**config.mk**
```make
export PLATFORM = sky130hd
export DESIGN_NAME = GpioSubsystem
export DESIGN_NICKNAME = d
export VERILOG_FILES = /design/src/design/usiBusPkg.sv /design/src/design/gpioPkg.sv /design/src/design/UsiHostBridge.sv /design/src/design/GpioCsr.sv /design/src/design/GpioBlock.sv /design/src/design/GpioSubsystem.sv
export SDC_FILE = /design/constraint.sdc
export NUM_CORES = 1
export LEC_CHECK = 0
export BUFFER_PORTS_ARGS = -buffer_cell sky130_fd_sc_hd__buf_2
export CAP_MARGIN = 15
export CORE_ASPECT_RATIO = 0.5
export CORE_MARGIN = 3
export CORE_UTILIZATION = 35
export CTS_BUF_LIST = sky130_fd_sc_hd__clkbuf_4
export DETAILED_ROUTE_END_ITERATION = 12
export PLACE_DENSITY_LB_ADDON = 0.08
export SETUP_SLACK_MARGIN = 0.4
export SKIP_LAST_GASP = 1
export SLEW_MARGIN = 15
export SYNTH_ARGS = -nofsm -noshare
export SYNTH_HDL_FRONTEND = slang
export SYNTH_SLANG_ARGS = --single-unit
```
**constraint.sdc**
```tcl
create_clock -name iSCLK -period 2.2 [get_ports iSCLK]
set_input_delay 0.33 -clock iSCLK [delete_from_list [all_inputs] [get_ports iSCLK]]
set_output_delay 0.33 -clock iSCLK [all_outputs]
set_load 0.03 [all_outputs]
```
**src/design/usiBusPkg.sv**
```systemverilog
// USI register bus definitions
// Word layout and default field widths

package usiBusPkg;

	//------------------------------------------------------------
	// Word width
	//------------------------------------------------------------

	// Default width of address, write and read words
	localparam int lUsiBusWidth = 32;

	//------------------------------------------------------------
	// Command bits in the address word
	//------------------------------------------------------------

	// Write strobe, only set in the command cycle
	localparam int lUsiWrBit = 31;

	// Read strobe, never together with the write bit
	localparam int lUsiRdBit = 30;

	//------------------------------------------------------------
	// Address fields
	//------------------------------------------------------------

	// Block select, sits right above the CSR field
	localparam int lBlockAdrsWidth = 8;

	// CSR offset inside a block, low bits of the word
	localparam int lCsrAdrsWidth = 8;

	// Bits between the block field and the command bits stay zero
	// Idle cycles carry an all-zero address word

endpackage

```
**src/design/gpioPkg.sv**
```systemverilog
// GPIO register map
// CSR offsets and reset values

package gpioPkg;

	//------------------------------------------------------------
	// CSR offsets within a block
	//------------------------------------------------------------

	// Output data, drives R when alternate mode is off
	localparam int unsigned lGpioOutOfs = 'h00;

	// Direction, 1 = pin is an output
	localparam int unsigned lGpioDirOfs = 'h04;

	// Per-pin alternate-mode select
	localparam int unsigned lGpioAltOfs = 'h08;

	// Synchronized pin inputs, read only
	localparam int unsigned lGpioInOfs = 'h0C;

	// Any other offset is unmapped
	// Writes dropped, reads return zero

	//------------------------------------------------------------
	// Reset values
	//------------------------------------------------------------

	// Every writable register and the pin register
	localparam int unsigned lGpioRstVal = 0;

endpackage

```
**src/design/UsiHostBridge.sv**
```systemverilog
// USI host bridge
// Host strobes to bus words, fixed-latency read return
module UsiHostBridge
	import usiBusPkg::*;
#(
	parameter int pUsiBusWidth    = lUsiBusWidth,
	parameter int pBlockAdrsWidth = lBlockAdrsWidth,
	parameter int pCsrAdrsWidth   = lCsrAdrsWidth
)(
	input  logic                                     iSCLK,
	input  logic                                     rstN,
	// Host side
	input  logic                                     hostWrEn,
	input  logic                                     hostRdEn,
	input  logic [pBlockAdrsWidth+pCsrAdrsWidth-1:0] hostAdrs,
	input  logic [pUsiBusWidth-1:0]                  hostWd,
	output logic [pUsiBusWidth-1:0]                  hostRd,
	output logic                                     hostRdValid,
	// Bus side
	output logic [pUsiBusWidth-1:0]                  usiAdrs,
	output logic [pUsiBusWidth-1:0]                  usiWd,
	input  logic [pUsiBusWidth-1:0]                  usiRdA,
	input  logic [pUsiBusWidth-1:0]                  usiRdB
);

	localparam int lHostAdrsWidth = pBlockAdrsWidth + pCsrAdrsWidth;

	// Next address word
	logic [pUsiBusWidth-1:0] adrsNext;
	// Read in flight, bit 0 = on bus, bit 1 = CSR answered
	logic [1:0]              rdPend;

	//------------------------------------------------------------
	// Command word build
	//------------------------------------------------------------

	always_comb
	begin
		adrsNext = '0;
		// Idle cycles keep the word at zero
		if (hostWrEn || hostRdEn)
		begin
			adrsNext[lHostAdrsWidth-1:0] = hostAdrs;
			adrsNext[lUsiWrBit]          = hostWrEn;
			adrsNext[lUsiRdBit]          = hostRdEn;
		end
	end

	// Address word, edge 1
	always_ff @(posedge iSCLK)
	begin
		if (!rstN)
			usiAdrs <= '0;
		else
			usiAdrs <= adrsNext;
	end

	// Write data follows the address word
	always_ff @(posedge iSCLK)
	begin
		usiWd <= hostWd;
	end

	//------------------------------------------------------------
	// Read return
	//------------------------------------------------------------

	// Two-stage pending shift
	always_ff @(posedge iSCLK)
	begin
		if (!rstN)
		begin
			rdPend      <= '0;
			hostRdValid <= 1'b0;
		end
		else
		begin
			rdPend      <= {rdPend[0], hostRdEn};
			// Valid lands on edge 3
			hostRdValid <= rdPend[1];
		end
	end

	// Unaddressed blocks return zero, so plain OR merges
	always_ff @(posedge iSCLK)
	begin
		hostRd <= usiRdA | usiRdB;
	end

endmodule

```
**src/design/GpioCsr.sv**
```systemverilog
// GPIO CSR bank
// Decode, register storage, input sync, read-back
module GpioCsr
	import usiBusPkg::*, gpioPkg::*;
#(
	parameter int                   pBlockAdrsWidth = lBlockAdrsWidth,
	parameter [pBlockAdrsWidth-1:0] pAdrsMap        = 'h01,
	parameter int                   pUsiBusWidth    = lUsiBusWidth,
	parameter int                   pCsrAdrsWidth   = lCsrAdrsWidth,
	parameter int                   pGpioWidth      = 16
)(
	input  logic                    iSCLK,
	input  logic                    rstN,
	// Bus write side
	input  logic [pUsiBusWidth-1:0] usiWd,
	input  logic [pUsiBusWidth-1:0] usiAdrs,
	// Bus read side
	output logic [pUsiBusWidth-1:0] usiRd,
	// Register outputs
	output logic [pGpioWidth-1:0]   gpioOutCtrl,
	output logic [pGpioWidth-1:0]   gpioDir,
	output logic [pGpioWidth-1:0]   gpioAltMode,
	// Raw pin inputs
	input  logic [pGpioWidth-1:0]   iGpioIn
);

	// Address fields
	logic [pBlockAdrsWidth-1:0] blockField;
	logic [pCsrAdrsWidth-1:0]   csrOfs;
	// Decoded commands for this block
	logic                       blockHit;
	logic                       wrHit;
	logic                       rdHit;
	// Write payload, pin-width slice
	logic [pGpioWidth-1:0]      wrData;
	// Input synchronizer
	logic [pGpioWidth-1:0]      inMeta;
	logic [pGpioWidth-1:0]      inReg;
	// Selected register for read
	logic [pGpioWidth-1:0]      rdSel;

	//------------------------------------------------------------
	// Address decode
	//------------------------------------------------------------

	assign blockField = usiAdrs[pCsrAdrsWidth +: pBlockAdrsWidth];
	assign csrOfs     = usiAdrs[pCsrAdrsWidth-1:0];
	assign blockHit   = (blockField == pAdrsMap);
	// Command bits only live for one cycle
	assign wrHit      = blockHit & usiAdrs[lUsiWrBit];
	assign rdHit      = blockHit & usiAdrs[lUsiRdBit];
	// Upper data bits ignored
	assign wrData     = usiWd[pGpioWidth-1:0];

	//------------------------------------------------------------
	// Writable registers
	//------------------------------------------------------------

	always_ff @(posedge iSCLK)
	begin
		if (!rstN)
		begin
			gpioOutCtrl <= pGpioWidth'(lGpioRstVal);
			gpioDir     <= pGpioWidth'(lGpioRstVal);
			gpioAltMode <= pGpioWidth'(lGpioRstVal);
		end
		else if (wrHit)
		begin
			// Input register and unmapped offsets drop the write
			case (csrOfs)
				pCsrAdrsWidth'(lGpioOutOfs): gpioOutCtrl <= wrData;
				pCsrAdrsWidth'(lGpioDirOfs): gpioDir     <= wrData;
				pCsrAdrsWidth'(lGpioAltOfs): gpioAltMode <= wrData;
				default:
				begin
				end
			endcase
		end
	end

	//------------------------------------------------------------
	// Input synchronizer
	//------------------------------------------------------------

	// Two flops, current 2 edges after a pin change
	always_ff @(posedge iSCLK)
	begin
		if (!rstN)
		begin
			inMeta <= '0;
			inReg  <= '0;
		end
		else
		begin
			inMeta <= iGpioIn;
			inReg  <= inMeta;
		end
	end

	//------------------------------------------------------------
	// Read-back
	//------------------------------------------------------------

	always_comb
	begin
		case (csrOfs)
			pCsrAdrsWidth'(lGpioOutOfs): rdSel = gpioOutCtrl;
			pCsrAdrsWidth'(lGpioDirOfs): rdSel = gpioDir;
			pCsrAdrsWidth'(lGpioAltOfs): rdSel = gpioAltMode;
			pCsrAdrsWidth'(lGpioInOfs):  rdSel = inReg;
			default:                     rdSel = '0;
		endcase
	end

	// Zero unless a read to this block was just decoded
	always_ff @(posedge iSCLK)
	begin
		if (!rstN)
			usiRd <= '0;
		else
			usiRd <= rdHit ? pUsiBusWidth'(rdSel) : '0;
	end

endmodule

```
**src/design/GpioBlock.sv**
```systemverilog
// GPIO block
// CSR bank and per-pin output select
module GpioBlock
	import usiBusPkg::*, gpioPkg::*;
#(
	parameter int                   pBlockAdrsWidth = lBlockAdrsWidth,
	parameter [pBlockAdrsWidth-1:0] pAdrsMap        = 'h01,
	parameter int                   pUsiBusWidth    = lUsiBusWidth,
	parameter int                   pCsrAdrsWidth   = lCsrAdrsWidth,
	parameter int                   pGpioWidth      = 16
)(
	input  logic                    iSCLK,
	input  logic                    rstN,
	// Pin side
	output logic [pGpioWidth-1:0]   gpioR,
	output logic [pGpioWidth-1:0]   gpioDir,
	input  logic [pGpioWidth-1:0]   iGpioAltMode,
	input  logic [pGpioWidth-1:0]   iGpioIn,
	// Global alternate override
	input  logic                    iSmsMode,
	// Bus side
	input  logic [pUsiBusWidth-1:0] usiWd,
	input  logic [pUsiBusWidth-1:0] usiAdrs,
	output logic [pUsiBusWidth-1:0] usiRd
);

	// CSR register outputs
	logic [pGpioWidth-1:0] gpioOutCtrl;
	logic [pGpioWidth-1:0] gpioAltMode;

	//------------------------------------------------------------
	// CSR bank
	//------------------------------------------------------------

	// Direction goes straight to the pins
	GpioCsr #(
		.pBlockAdrsWidth(pBlockAdrsWidth),
		.pAdrsMap       (pAdrsMap),
		.pUsiBusWidth   (pUsiBusWidth),
		.pCsrAdrsWidth  (pCsrAdrsWidth),
		.pGpioWidth     (pGpioWidth)
	) csr (
		.iSCLK      (iSCLK),
		.rstN       (rstN),
		.usiWd      (usiWd),
		.usiAdrs    (usiAdrs),
		.usiRd      (usiRd),
		.gpioOutCtrl(gpioOutCtrl),
		.gpioDir    (gpioDir),
		.gpioAltMode(gpioAltMode),
		.iGpioIn    (iGpioIn)
	);

	//------------------------------------------------------------
	// Pin output register
	//------------------------------------------------------------

	// Alternate bit when override or per-pin mode set
	for (genvar pinX = 0; pinX < pGpioWidth; pinX++)
	begin : genPin
		always_ff @(posedge iSCLK)
		begin
			if (!rstN)
				gpioR[pinX] <= 1'(lGpioRstVal);
			else if (iSmsMode || gpioAltMode[pinX])
				gpioR[pinX] <= iGpioAltMode[pinX];
			else
				gpioR[pinX] <= gpioOutCtrl[pinX];
		end
	end

endmodule

```
**src/design/GpioSubsystem.sv**
```systemverilog
// GPIO subsystem top
// Host bridge with two GPIO blocks
module GpioSubsystem
	import usiBusPkg::*;
#(
	parameter int pUsiBusWidth    = lUsiBusWidth,
	parameter int pBlockAdrsWidth = lBlockAdrsWidth,
	parameter int pCsrAdrsWidth   = lCsrAdrsWidth
)(
	input  logic                                     iSCLK,
	input  logic                                     rstN,
	// Host port
	input  logic                                     hostWrEn,
	input  logic                                     hostRdEn,
	input  logic [pBlockAdrsWidth+pCsrAdrsWidth-1:0] hostAdrs,
	input  logic [pUsiBusWidth-1:0]                  hostWd,
	output logic [pUsiBusWidth-1:0]                  hostRd,
	output logic                                     hostRdValid,
	// Block A pins
	output logic [15:0]                              gpioAR,
	output logic [15:0]                              gpioADir,
	input  logic [15:0]                              gpioAAltMode,
	input  logic [15:0]                              gpioAIn,
	// Block B pins
	output logic [7:0]                               gpioBR,
	output logic [7:0]                               gpioBDir,
	input  logic [7:0]                               gpioBAltMode,
	input  logic [7:0]                               gpioBIn,
	// Shared override
	input  logic                                     iSmsMode
);

	// Block addresses and pin counts
	localparam logic [pBlockAdrsWidth-1:0] lGpioAMap   = 'h01;
	localparam logic [pBlockAdrsWidth-1:0] lGpioBMap   = 'h02;
	localparam int                         lGpioAWidth = 16;
	localparam int                         lGpioBWidth = 8;

	// Internal bus
	logic [pUsiBusWidth-1:0] usiAdrs;
	logic [pUsiBusWidth-1:0] usiWd;
	logic [pUsiBusWidth-1:0] usiRdA;
	logic [pUsiBusWidth-1:0] usiRdB;

	//------------------------------------------------------------
	// Host bridge
	//------------------------------------------------------------

	UsiHostBridge #(
		.pUsiBusWidth   (pUsiBusWidth),
		.pBlockAdrsWidth(pBlockAdrsWidth),
		.pCsrAdrsWidth  (pCsrAdrsWidth)
	) bridge (
		.iSCLK(iSCLK), .rstN(rstN),
		.hostWrEn(hostWrEn), .hostRdEn(hostRdEn), .hostAdrs(hostAdrs),
		.hostWd(hostWd), .hostRd(hostRd), .hostRdValid(hostRdValid),
		.usiAdrs(usiAdrs), .usiWd(usiWd), .usiRdA(usiRdA), .usiRdB(usiRdB)
	);

	//------------------------------------------------------------
	// GPIO blocks
	//------------------------------------------------------------

	// Block A, 16 pins
	GpioBlock #(
		.pBlockAdrsWidth(pBlockAdrsWidth), .pAdrsMap(lGpioAMap),
		.pUsiBusWidth(pUsiBusWidth), .pCsrAdrsWidth(pCsrAdrsWidth),
		.pGpioWidth(lGpioAWidth)
	) gpioA (
		.iSCLK(iSCLK), .rstN(rstN), .gpioR(gpioAR), .gpioDir(gpioADir),
		.iGpioAltMode(gpioAAltMode), .iGpioIn(gpioAIn), .iSmsMode(iSmsMode),
		.usiWd(usiWd), .usiAdrs(usiAdrs), .usiRd(usiRdA)
	);

	// Block B, 8 pins
	GpioBlock #(
		.pBlockAdrsWidth(pBlockAdrsWidth), .pAdrsMap(lGpioBMap),
		.pUsiBusWidth(pUsiBusWidth), .pCsrAdrsWidth(pCsrAdrsWidth),
		.pGpioWidth(lGpioBWidth)
	) gpioB (
		.iSCLK(iSCLK), .rstN(rstN), .gpioR(gpioBR), .gpioDir(gpioBDir),
		.iGpioAltMode(gpioBAltMode), .iGpioIn(gpioBIn), .iSmsMode(iSmsMode),
		.usiWd(usiWd), .usiAdrs(usiAdrs), .usiRd(usiRdB)
	);

endmodule

```
### After elaboration in Yosys (flattened, before gate mapping)

Index checks and enable logic that the tools add are counted.
Widths: inputs -> output; s select.

| operators by class | value |
|---|---|
| equal/unequal tests | 5 |
| multiplexer cells | 26 |
| bitwise logic cells | 5 |
| reductions and logical operators | 35 |

Operator list:

| kind | number |
|---|---|
| $pmux 16 s4 | 1 |
| $or 32x32->32 | 1 |
| $pmux 8 s4 | 1 |
| $logic_or 1x1->1 | 25 |
| $mux 1 | 24 |
| $reduce_and 2->1 | 9 |
| $eq 8x4->1 const B | 2 |
| $eq 8x1->1 const B | 1 |
| $eq 8x2->1 const B | 1 |
| $eq 8x3->1 const B | 1 |
| $logic_not 8->1 | 1 |
| $and 1x1->1 | 4 |

| word-level totals | value |
|---|---|
| flip-flop bits (word level) | 277 |
| input bits | 101 |
| output and inout bits | 81 |
| logic and storage cells | 114 |

### Depth between registers and ports, before layout

Gate-level depths: netlist of the first run.

| depth | value |
|---|---|
| word-level depth | 3 |
| gate-level depth with buffers | 6 |
| gate-level depth less buffers | 4 |

### Hierarchy

A second synthesis of the first run with hierarchy kept.

| second synthesis, totals | value |
|---|---|
| cell total of the unflattened synthesis | 767 |
| area, all modules | 9143.8 um2 |

Modules (own cells, without submodules):

| module | times used | cells each | area an instance (um2) | seq. area each (um2) |
|---|---|---|---|---|
| GpioCsr (gpioA.csr) | 1 | 321 | 3703.6 | 1921.8 |
| UsiHostBridge | 1 | 159 | 2263.4 | 1701.6 |
| GpioCsr (gpioB.csr) | 1 | 181 | 2001.9 | 960.9 |
| GpioBlock (gpioA) | 1 | 70 | 757.0 | 320.3 |
| GpioBlock (gpioB) | 1 | 36 | 417.9 | 160.2 |

### Worst setup path before layout of the first run

No wires, ideal clock.

| timing | value |
|---|---|
| path kind | register to register |
| start point | register bridge.usiAdrs[11] |
| end point | register gpioA.csr.gpioAltMode[6] |
| library setup time | 0.072 ns |
| arrival time | 2.219 ns |
| required time | 2.128 ns |
| slack | -0.091 ns |
| stages on the path, launching flop included | 7 |
| buffers on the path | 2 |
| period minus slack after synthesis | 2.291 ns |
| cell sequence | dfxtp_1 or4_4 or4b_1 buf_6 nor3_4 buf_12 mux2i_1 |

| between the ends | value |
|---|---|
| cells in the longest elaborated chain, start to end | 3 |

Ends and longest elaborated chain:

| item | RTL line | RTL |
|---|---|---|
| from (decl) | UsiHostBridge.sv:20 | `output logic [pUsiBusWidth-1:0] usiAdrs,` |
| from (signal assigned) | UsiHostBridge.sv:55 | `usiAdrs <= adrsNext;` |
| $eq 8x1->1 | GpioCsr.sv:48 | `assign blockHit = (blockField == pAdrsMap);` |
| $and 1x1->1 | GpioCsr.sv:50 | `assign wrHit = blockHit & usiAdrs[lUsiWrBit];` |
| $reduce_and 2->1 (no source line) | n/a |  |
| to (signal assigned) | GpioCsr.sv:65 | `gpioAltMode <= pGpioWidth'(lGpioRstVal);` |
| to (signal assigned) | GpioCsr.sv:73 | `pCsrAdrsWidth'(lGpioAltOfs): gpioAltMode <= wrData;` |
| to (decl) | GpioCsr.sv:22 | `output logic [pGpioWidth-1:0] gpioAltMode,` |

Every way passes these cells.
A chain may end at the register's enable or synchronous reset.

### Worst setup path after layout of the first run

| timing | value |
|---|---|
| start point | register bridge.usiAdrs[11] |
| end point | register gpioA.csr.gpioOutCtrl[7] |

| between the ends | value |
|---|---|
| cells in the longest elaborated chain, start to end | 3 |

Ends and longest elaborated chain:

| item | RTL line | RTL |
|---|---|---|
| $eq 8x1->1 | GpioCsr.sv:48 |  |
| $and 1x1->1 | GpioCsr.sv:50 |  |
| $reduce_and 2->1 (no source line) | n/a |  |
| to (signal assigned) | GpioCsr.sv:63 | `gpioOutCtrl <= pGpioWidth'(lGpioRstVal);` |
| to (signal assigned) | GpioCsr.sv:71 | `pCsrAdrsWidth'(lGpioOutOfs): gpioOutCtrl <= wrData;` |
| to (decl) | GpioCsr.sv:20 | `output logic [pGpioWidth-1:0] gpioOutCtrl,` |

Every way passes these cells.

==> results by group, run 1 <==
Synth
  – Seq/Total Area, Yosys: 0.573
  – Ys Warns: 0
  – Post-synth ARST share: 0
  – Syn Area/Cell: roughly 11 um2
  – Post-synth top flop: dfxtp_1
  – Share of Yosys cell area claimed by the top area cell type: 0.573
  – Area contributors post-synth: dfxtp_1 (57%), mux2i_1 (9.3%), mux4_2 (7.0%)
  – Register bit count reported by yosys: ~220
  – Unique masters post-synth: 30
  – Biggest area consumer among synthesized cells: dfxtp_1
  – Post-synth EDFFs: 0
  – Mapped Cells: 677
  – Post-synthesis instance area: roughly 7700 um2

Routing
  – First-pass iteration count of the detailed router: 4
  – Avg WL per Cell: 15.3 um
  – Final wirelength: 19500 um
  – Detailed-route via count: 5617
  – DRC viols: 0
  – Via density: around 4.4
  – Drt first-iter violations: between 200 and 250
  – Antenna viol nets, final: 0

Cells and area
  – Post-layout util: 0.490
  – Area grow syn2layout: 34.0%
  – Diode count: 0
  – Nets: between 1000 and 1500
  – Layout cell share with drive strength beyond 1: 0.301
  – Non-Filler Instances: around 1300

Floorplanning
  – IO Count: roughly 180
  – Die Span Y: 111 um
  – Die W: about 220 um
  – Starting Density: 0.366
  – # rows: 37
  – Core Area: roughly 21000 um2
  – Die Area: 24000 um2

STA
  – Final period util: 1.01
  – Skew final: roughly 0.016 ns
  – Sum Neg Setup Slack: -0.333 ns
  – Slew HR: 0.659
  – Fin. max-slew vios: 0
  – Final setup fails: 38
  – Final Critical Period: 2.23 ns
  – Worst Max-Slew Pin Slew: roughly 0.51 ns
  – Final Hold Violating Endpoints: 0
  – Unrepaired setup endpoints after global routing: true
  – Final worst slack: -0.0294 ns
  – Fmax: between 400 and 500 MHz

Clock tree
  – CTS tree: built
  – Clock insertion delay at the later pin of the skew report: approximately 0.65 ns
  – CTS sink count: 221
  – Root buffer cell: clkbuf_4
  – Clock Path Buffers: 3
  – TritonCTS buffer count: 51
  – Worst-path clk slew: 0.07 ns
  – H-Tree Depth: 2

Power
  – Net Sw Power: around 1.9 mW
  – Worst IR Drop VDD: roughly 370 uV
  – Leakage: 4.32 nW
  – Net Sw Frac: 0.237
  – Comb power frac: 0.071
  – Clock Power Share: 0.405
  – Power density over cell area: about 760 nW/um2
  – P_int: between 5 and 6 mW
  – Reg power frac: 0.525

GRT
  – GRT Residual Overflow: 0
  – Gr usage total: 0.164
  – Initial antenna violation count: 0
  – First-pass GRT wire length: 30800 um
  – Via count of the first global-routing pass: about 5800
  – Largest net degree at the start of global routing: 42

Setup path
  – Crit Path Category: reg -> reg
  – WP data required: approximately 2.8 ns
  – Crit-path max FO: 8
  – Crit. End Element: flip-flop
  – Setup crit start kind: flip-flop
  – CP Data Arrival Time: between 2 and 3 ns

Place
  – Placed wire-length estimate: ~12000 um
  – Inst Count DP: approximately 1100
  – Setup slack at placement: -0.0269 ns
  – I/O Buffers: approximately 150
  – Routability cong.: 0.764

Outcome
  – Status: finished, violations left
  – Failing checks: negative setup slack

Hold path
  – HP Class: in -> reg

Job
  – Maxcap violations: 0
## through the flow
step | area (um2) | total power [mW] | hold slack [ns]
2_1_floorplan | 7780 | 4.52 | 0.310
3_3_place_gp | 8770 | 4.66 | 0.311
3_5_place_dp | 8770 | 4.66 | 0.313
4_1_cts | 10300 | 8.02 | 0.0961
5_1_grt | 10300 | 8.33 | 0.116
6_report | 10300 | 7.86 | 0.155
## cells by family (layout without fill, tap and decap cells)
kind of cell | count (synthesis) | count (layout) | synth area share
buf+inv | 52 | 344 | 0.0488
compound gates | 49 | 49 | 0.0399
flops | 221 | 221 | 0.573
other cells | 1 | 16 | 0.000486
simple gates | 258 | 258 | 0.175
mux | 96 | 96 | 0.163
## cells in the final DEF, fill, tap and decap left out, types with 2 or more instances in the layout
master and count:
dfxtp_1 219, buf_2 148, nand2_1 112, dlygate4sd3_1 82, clkbuf_4 73, mux2i_1 72
and2_1 69, nor2_1 26, mux4_2 24, nor2b_1 24, o21ai_0 24, a21boi_1 21
conb_1 16, buf_4 14, clkinv_1 9, buf_12 9, or2_2 8, nor3_4 6
a21boi_0 3, buf_6 3, or4_4 2, nand2b_1 2, nor4_1 2, nand4_1 2
nand3b_1 2, buf_16 2
## flip-flops by register name, summed over array words and instances, names as in the netlist
name and cells:
gpioA.csr.gpioOutCtrl 16, bridge.hostRd 16, bridge.usiWd 16, gpioB.csr.gpioDir 8, gpioA.csr.gpioDir 16, gpioA.csr.inMeta 16, gpioB.csr.gpioAltMode 8, gpioA.csr.usiRd 16
bridge.hostRdValid 1, gpioB.csr.inMeta 8, gpioA.csr.gpioAltMode 16, bridge.usiAdrs 18, gpioA.csr.inReg 16, bridge.rdPend 2, gpioA.gpioR 16, gpioB.csr.usiRd 8
gpioB.csr.gpioOutCtrl 8, gpioB.gpioR 8, gpioB.csr.inReg 8
## area by class of cell
type	count	area, um2
Multi-Input combinational cell	419	2980
Clock buffer	73	548
Fill cell	2013	10800
Sequential cell	221	4430
Timing Repair Buffer	259	1950
Clock inverter	12	72.6
Tap cell	292	365
## routing by layer
metal / GRT usage / wire length (um)
met3: 0.0496 / 1080
met4: 0.0437 / 249
met2: 0.259 / 8850
met5: 0 / 0
met1: 0.219 / 9340
## repair_timing
action                     CTS  global route
setup endpoints to repair   76            73
buffers inserted             5             0
gates cloned                 2             0
hold buffers                82             0
resized for setup            8             1
hold endpoints to repair    83             0
## path summary, 6_finish.rpt
| path | startpoint | end | slack (ns) | depth (start not counted) |
|---|---|---|---|---|
| worst max register to register | bridge.usiAdrs[11]$_SDFF_PN0_ | gpioA.csr.gpioOutCtrl[7]$_SDFFE_PN0P_ | -0.03 | 7 |
| worst max-delay path | bridge.usiAdrs[11]$_SDFF_PN0_ | gpioA.csr.gpioOutCtrl[7]$_SDFFE_PN0P_ | -0.03 | 7 |
| worst min register to register | gpioA.csr.usiRd[15]$_SDFF_PN0_ | bridge.hostRd[15]$_DFF_P_ | 0.32 | 0 |
| worst min-delay path | rstN | gpioB.csr.gpioAltMode[6]$_SDFFE_PN0P_ | 0.15 | 3 |
## synth_stat cells, types with 2 or more instances
| cell | count |
|---|---|
| nor4_1 | 2 |
| o21ai_0 | 24 |
| clkbuf_8 | 2 |
| or2_2 | 8 |
| buf_12 | 2 |
| buf_8 | 3 |
| clkbuf_1 | 21 |
| nor3_4 | 6 |
| mux4_2 | 24 |
| a21boi_0 | 3 |
| nor2b_1 | 24 |
| nand4_1 | 2 |
| and2_1 | 69 |
| mux2i_1 | 72 |
| nand3b_1 | 2 |
| nand2b_1 | 2 |
| buf_6 | 4 |
| buf_1 | 2 |
| or4_4 | 2 |
| a21boi_1 | 21 |
| dfxtp_1 | 221 |
| nor2_1 | 26 |
| nand2_1 | 112 |
| buf_4 | 17 |
## worst max-delay path, stage by stage (launching register included)
cell and delay [ns]:
dfxtp_1 0.30, or4_4 0.53, or4b_4 0.53, buf_8 0.16, nor3_4 0.11, buf_6 0.16, buf_12 0.15, mux2i_1 0.19
## power groups by stage
stage                     combinational, mW  sequential, mW  clock, mW
after global routing                  0.609            4.14       3.59
after detailed placement              0.439            4.22          0
after CTS                             0.562            4.13       3.33
after floorplan                       0.275            4.24          0
after global placement                0.436            4.22          0
final                                 0.555            4.13       3.18
Power figures use the tool's default switching activity.
==> run 2: changes to the inputs <==
clock period = 2.81 ns   (was 2.2 ns; I/O delays follow)
==> run 2 against run 1 <==
Effect of this change:
- the flow now finishes without violations
- register-to-register slack better by 0.58 ns
- critical path depth is 2 lower
- sequential share of layout area grew 1.3 points
- utilization down 1.5 points
- combinational power down 26%
- clock-buffer cell count grew 3
- hold slack got worse by 0.073 ns
- sequential cell count unchanged
- critical endpoint is now gpioA.csr.gpioAltMode[13]$_SDFFE_PN0P_
- largest cell class unchanged
==> results by group, run 2 (synthesized netlist as in run 1, its figures left out) <==
Cells and area
  – Register Area: 4430 um2 (about the same)
  – Nets: 1031 (-2.1%)
  – Layout cell share with drive strength beyond 1: 0.292 (-0.00841)
  – Diode count: 0 (unchanged)
  – Number of fill cells: 2026 (+0.65%)
  – Max FFs per register: 18 (unchanged)
  – Post-layout util: 0.475 (-0.0152)
  – Largest reg by FF count: bridge.usiAdrs
  – Area grow syn2layout: 29.8%
  – Commonest cells after routing, fill and taps aside: dfxtp_1 (219), buf_2 (148), nand2_1 (112), clkbuf_4 (76), dlygate4sd3_1 (76)
  – Area of the multi-input gates: 2980 um2 (unchanged)
  – Non-Filler Instances: 1253 (-1.8%)
  – Commonest non-fill, non-tap cell in the layout: dfxtp_1

Floorplanning
  – Die W: 216 um (unchanged)
  – Core Area: 21100 um2 (unchanged)
  – Die Area: 24000 um2 (unchanged)
  – IO Count: 182 (unchanged)
  – # rows: 37 (unchanged)
  – Starting Density: 0.366 (unchanged)
  – Die Span Y: 111 um (unchanged)

Clock tree
  – H-Tree Depth: 2 (unchanged)
  – Root buffer cell: clkbuf_4
  – Clock Path Buffers: 3 (unchanged)
  – Clock insertion delay at the later pin of the skew report: 0.64 ns (about the same)
  – TritonCTS buffer count: 50 (-2.0%)
  – CTS sink count: 221 (unchanged)
  – CTS tree: built
  – Worst-path clk slew: 0.07 ns (about the same)

GRT
  – GRT Residual Overflow: 0 (unchanged)
  – First-pass GRT wire length: 29900 um (-2.8%)
  – Initial antenna violation count: 0 (unchanged)
  – Via count of the first global-routing pass: 5713 (-1.3%)
  – Gr usage total: 0.158 (-0.00578)
  – Largest net degree at the start of global routing: 100 (+140%)

Power
  – Power density over cell area: 604 nW/um2 (-20%)
  – Total power: 6.06 mW (-23%)
  – Leakage: 4.17 nW (-3.4%)
  – Worst IR Drop VDD: 247 uV (-34%)

Hold path
  – Hold Path Sink: gpioA.gpioR[6]$_SDFF_PN0_
  – HP Class: in -> reg
  – Cells on Worst Hold Path: 3 (unchanged)
  – Min-delay src: gpioAAltMode[6]

STA
  – Final period util: 0.804 (-0.209)
  – Final Critical Period: 2.26 ns (+0.0298 ns)
  – Final setup fails: 0 (-100%)
  – Worst Max-Slew Pin Slew: 0.523 ns (+0.0119 ns)
  – Fmax: 443 MHz (-1.3%)
  – Fin. max-slew vios: 0 (unchanged)
  – Final Hold Violating Endpoints: 0 (unchanged)
  – Slew HR: 0.650 (-0.00898)
  – Unrepaired setup endpoints after global routing: false
  – Sum Neg Setup Slack: 0 ns (+0.333 ns)
  – Skew final: 0.0250 ns (+0.00855 ns)
  – Final worst slack: 0.551 ns (+0.580 ns)

Routing
  – First-pass iteration count of the detailed router: 5 (+1)
  – Final wirelength: 19000 um (-2.6%)
  – Antenna viol nets, final: 0 (unchanged)
  – DRC viols: 0 (unchanged)
  – Drt first-iter violations: 185 (-24%)
  – Via density: 4.36 (-1.0%)
  – Avg WL per Cell: 15.2 um (-0.85%)
  – Detailed-route via count: 5458 (-2.8%)

Place
  – Inst Count DP: 1094 (-0.73%)
  – Placed wire-length estimate: 11900 um (-3.3%)
  – Setup slack at placement: 0.351 ns (+0.378 ns)
  – I/O Buffers: 149 (unchanged)
  – Routability cong.: 0.717 (-6.2%)

Outcome
  – Status: finished, final reports clean

Setup path
  – Reg2reg setup slack: 0.55 ns (+0.58 ns)
  – Reg2reg path depth: 5 (-2)
  – Setup crit start kind: flip-flop
  – Crit. End Element: flip-flop
  – CP Data Arrival Time: 2.81 ns (+0.02 ns)
  – Reg-to-Reg Start: bridge.usiAdrs[11]$_SDFF_PN0_
  – Crit-path max FO: 16 (+8)
  – WP data required: 3.36 ns (+0.60 ns)
  – Crit Path Category: reg -> reg
  – R2R Path End: gpioA.csr.gpioAltMode[13]$_SDFFE_PN0P_

Job
  – Maxcap violations: 0 (unchanged)
run 2: worst max-delay path by stage:
stage	startpoint	endpoint	depth (start not counted)
3_5_place_dp	bridge.usiAdrs[11]$_SDFF_PN0_	gpioA.csr.gpioDir[13]$_SDFFE_PN0P_	5
4_1_cts	bridge.usiAdrs[11]$_SDFF_PN0_	gpioA.csr.gpioDir[9]$_SDFFE_PN0P_	5
3_3_place_gp	bridge.usiAdrs[11]$_SDFF_PN0_	gpioA.csr.gpioDir[10]$_SDFFE_PN0P_	5
2_1_floorplan	bridge.usiAdrs[11]$_SDFF_PN0_	gpioA.csr.gpioAltMode[6]$_SDFFE_PN0P_	6
6_report	bridge.usiAdrs[11]$_SDFF_PN0_	gpioA.csr.gpioAltMode[13]$_SDFFE_PN0P_	5
5_1_grt	bridge.usiAdrs[11]$_SDFF_PN0_	gpioA.csr.gpioAltMode[13]$_SDFFE_PN0P_	5
run 2: worst max-delay path: stages (launching register included):
cell	delay [ns]
dfxtp_1	0.30
or4_4	0.53
or4b_4	0.65
nor3_4	0.25
buf_12	0.21
mux2i_1	0.21
run 2: where the power goes:
group          switching [mW]  internal [mW]  leakage, nW
sequential             0.0275           3.21         1.81
clock                    1.20           1.22        0.361
combinational           0.214          0.194         2.01
total                    1.44           4.62         4.17
run 2: per-layer routing:
| layer | global-route usage | part of all wire | vias up |
|---|---|---|---|
| met2 | 0.262 | 0.46 | 138 |
| li1 | - | - | 2744 |
| met1 | 0.200 | 0.46 | 2540 |
| met3 | 0.0504 | 0.059 | 36 |
| met5 | 0 | 0 | - |
| met4 | 0.0419 | 0.018 | 0 |
run 2: repair_timing:
action / CTS / global route
setup buffers: 0 / 0
setup endpoints to repair: 52 / 0
resized for setup: 1 / 0
hold buffers: 75 / 1
endpoints found under the hold margin: 76 / 1
run 2: stage by stage:
stage	instance area (um2)	hold WS, ns
detailed placement	8660	0.312
global route	10000	0.00300
finish	10000	0.0816
floorplan	7780	0.310
CTS	10000	0.00906
global placement	8660	0.312
run 2: area by class of cell:
cell class                 instances  share of cell area
sequential                       221               0.442
clock inverter                     7             0.00262
timing repair buffer             238               0.165
tap                              292              0.0364
multi-input combinational        419               0.297
clock buffer                      76              0.0569
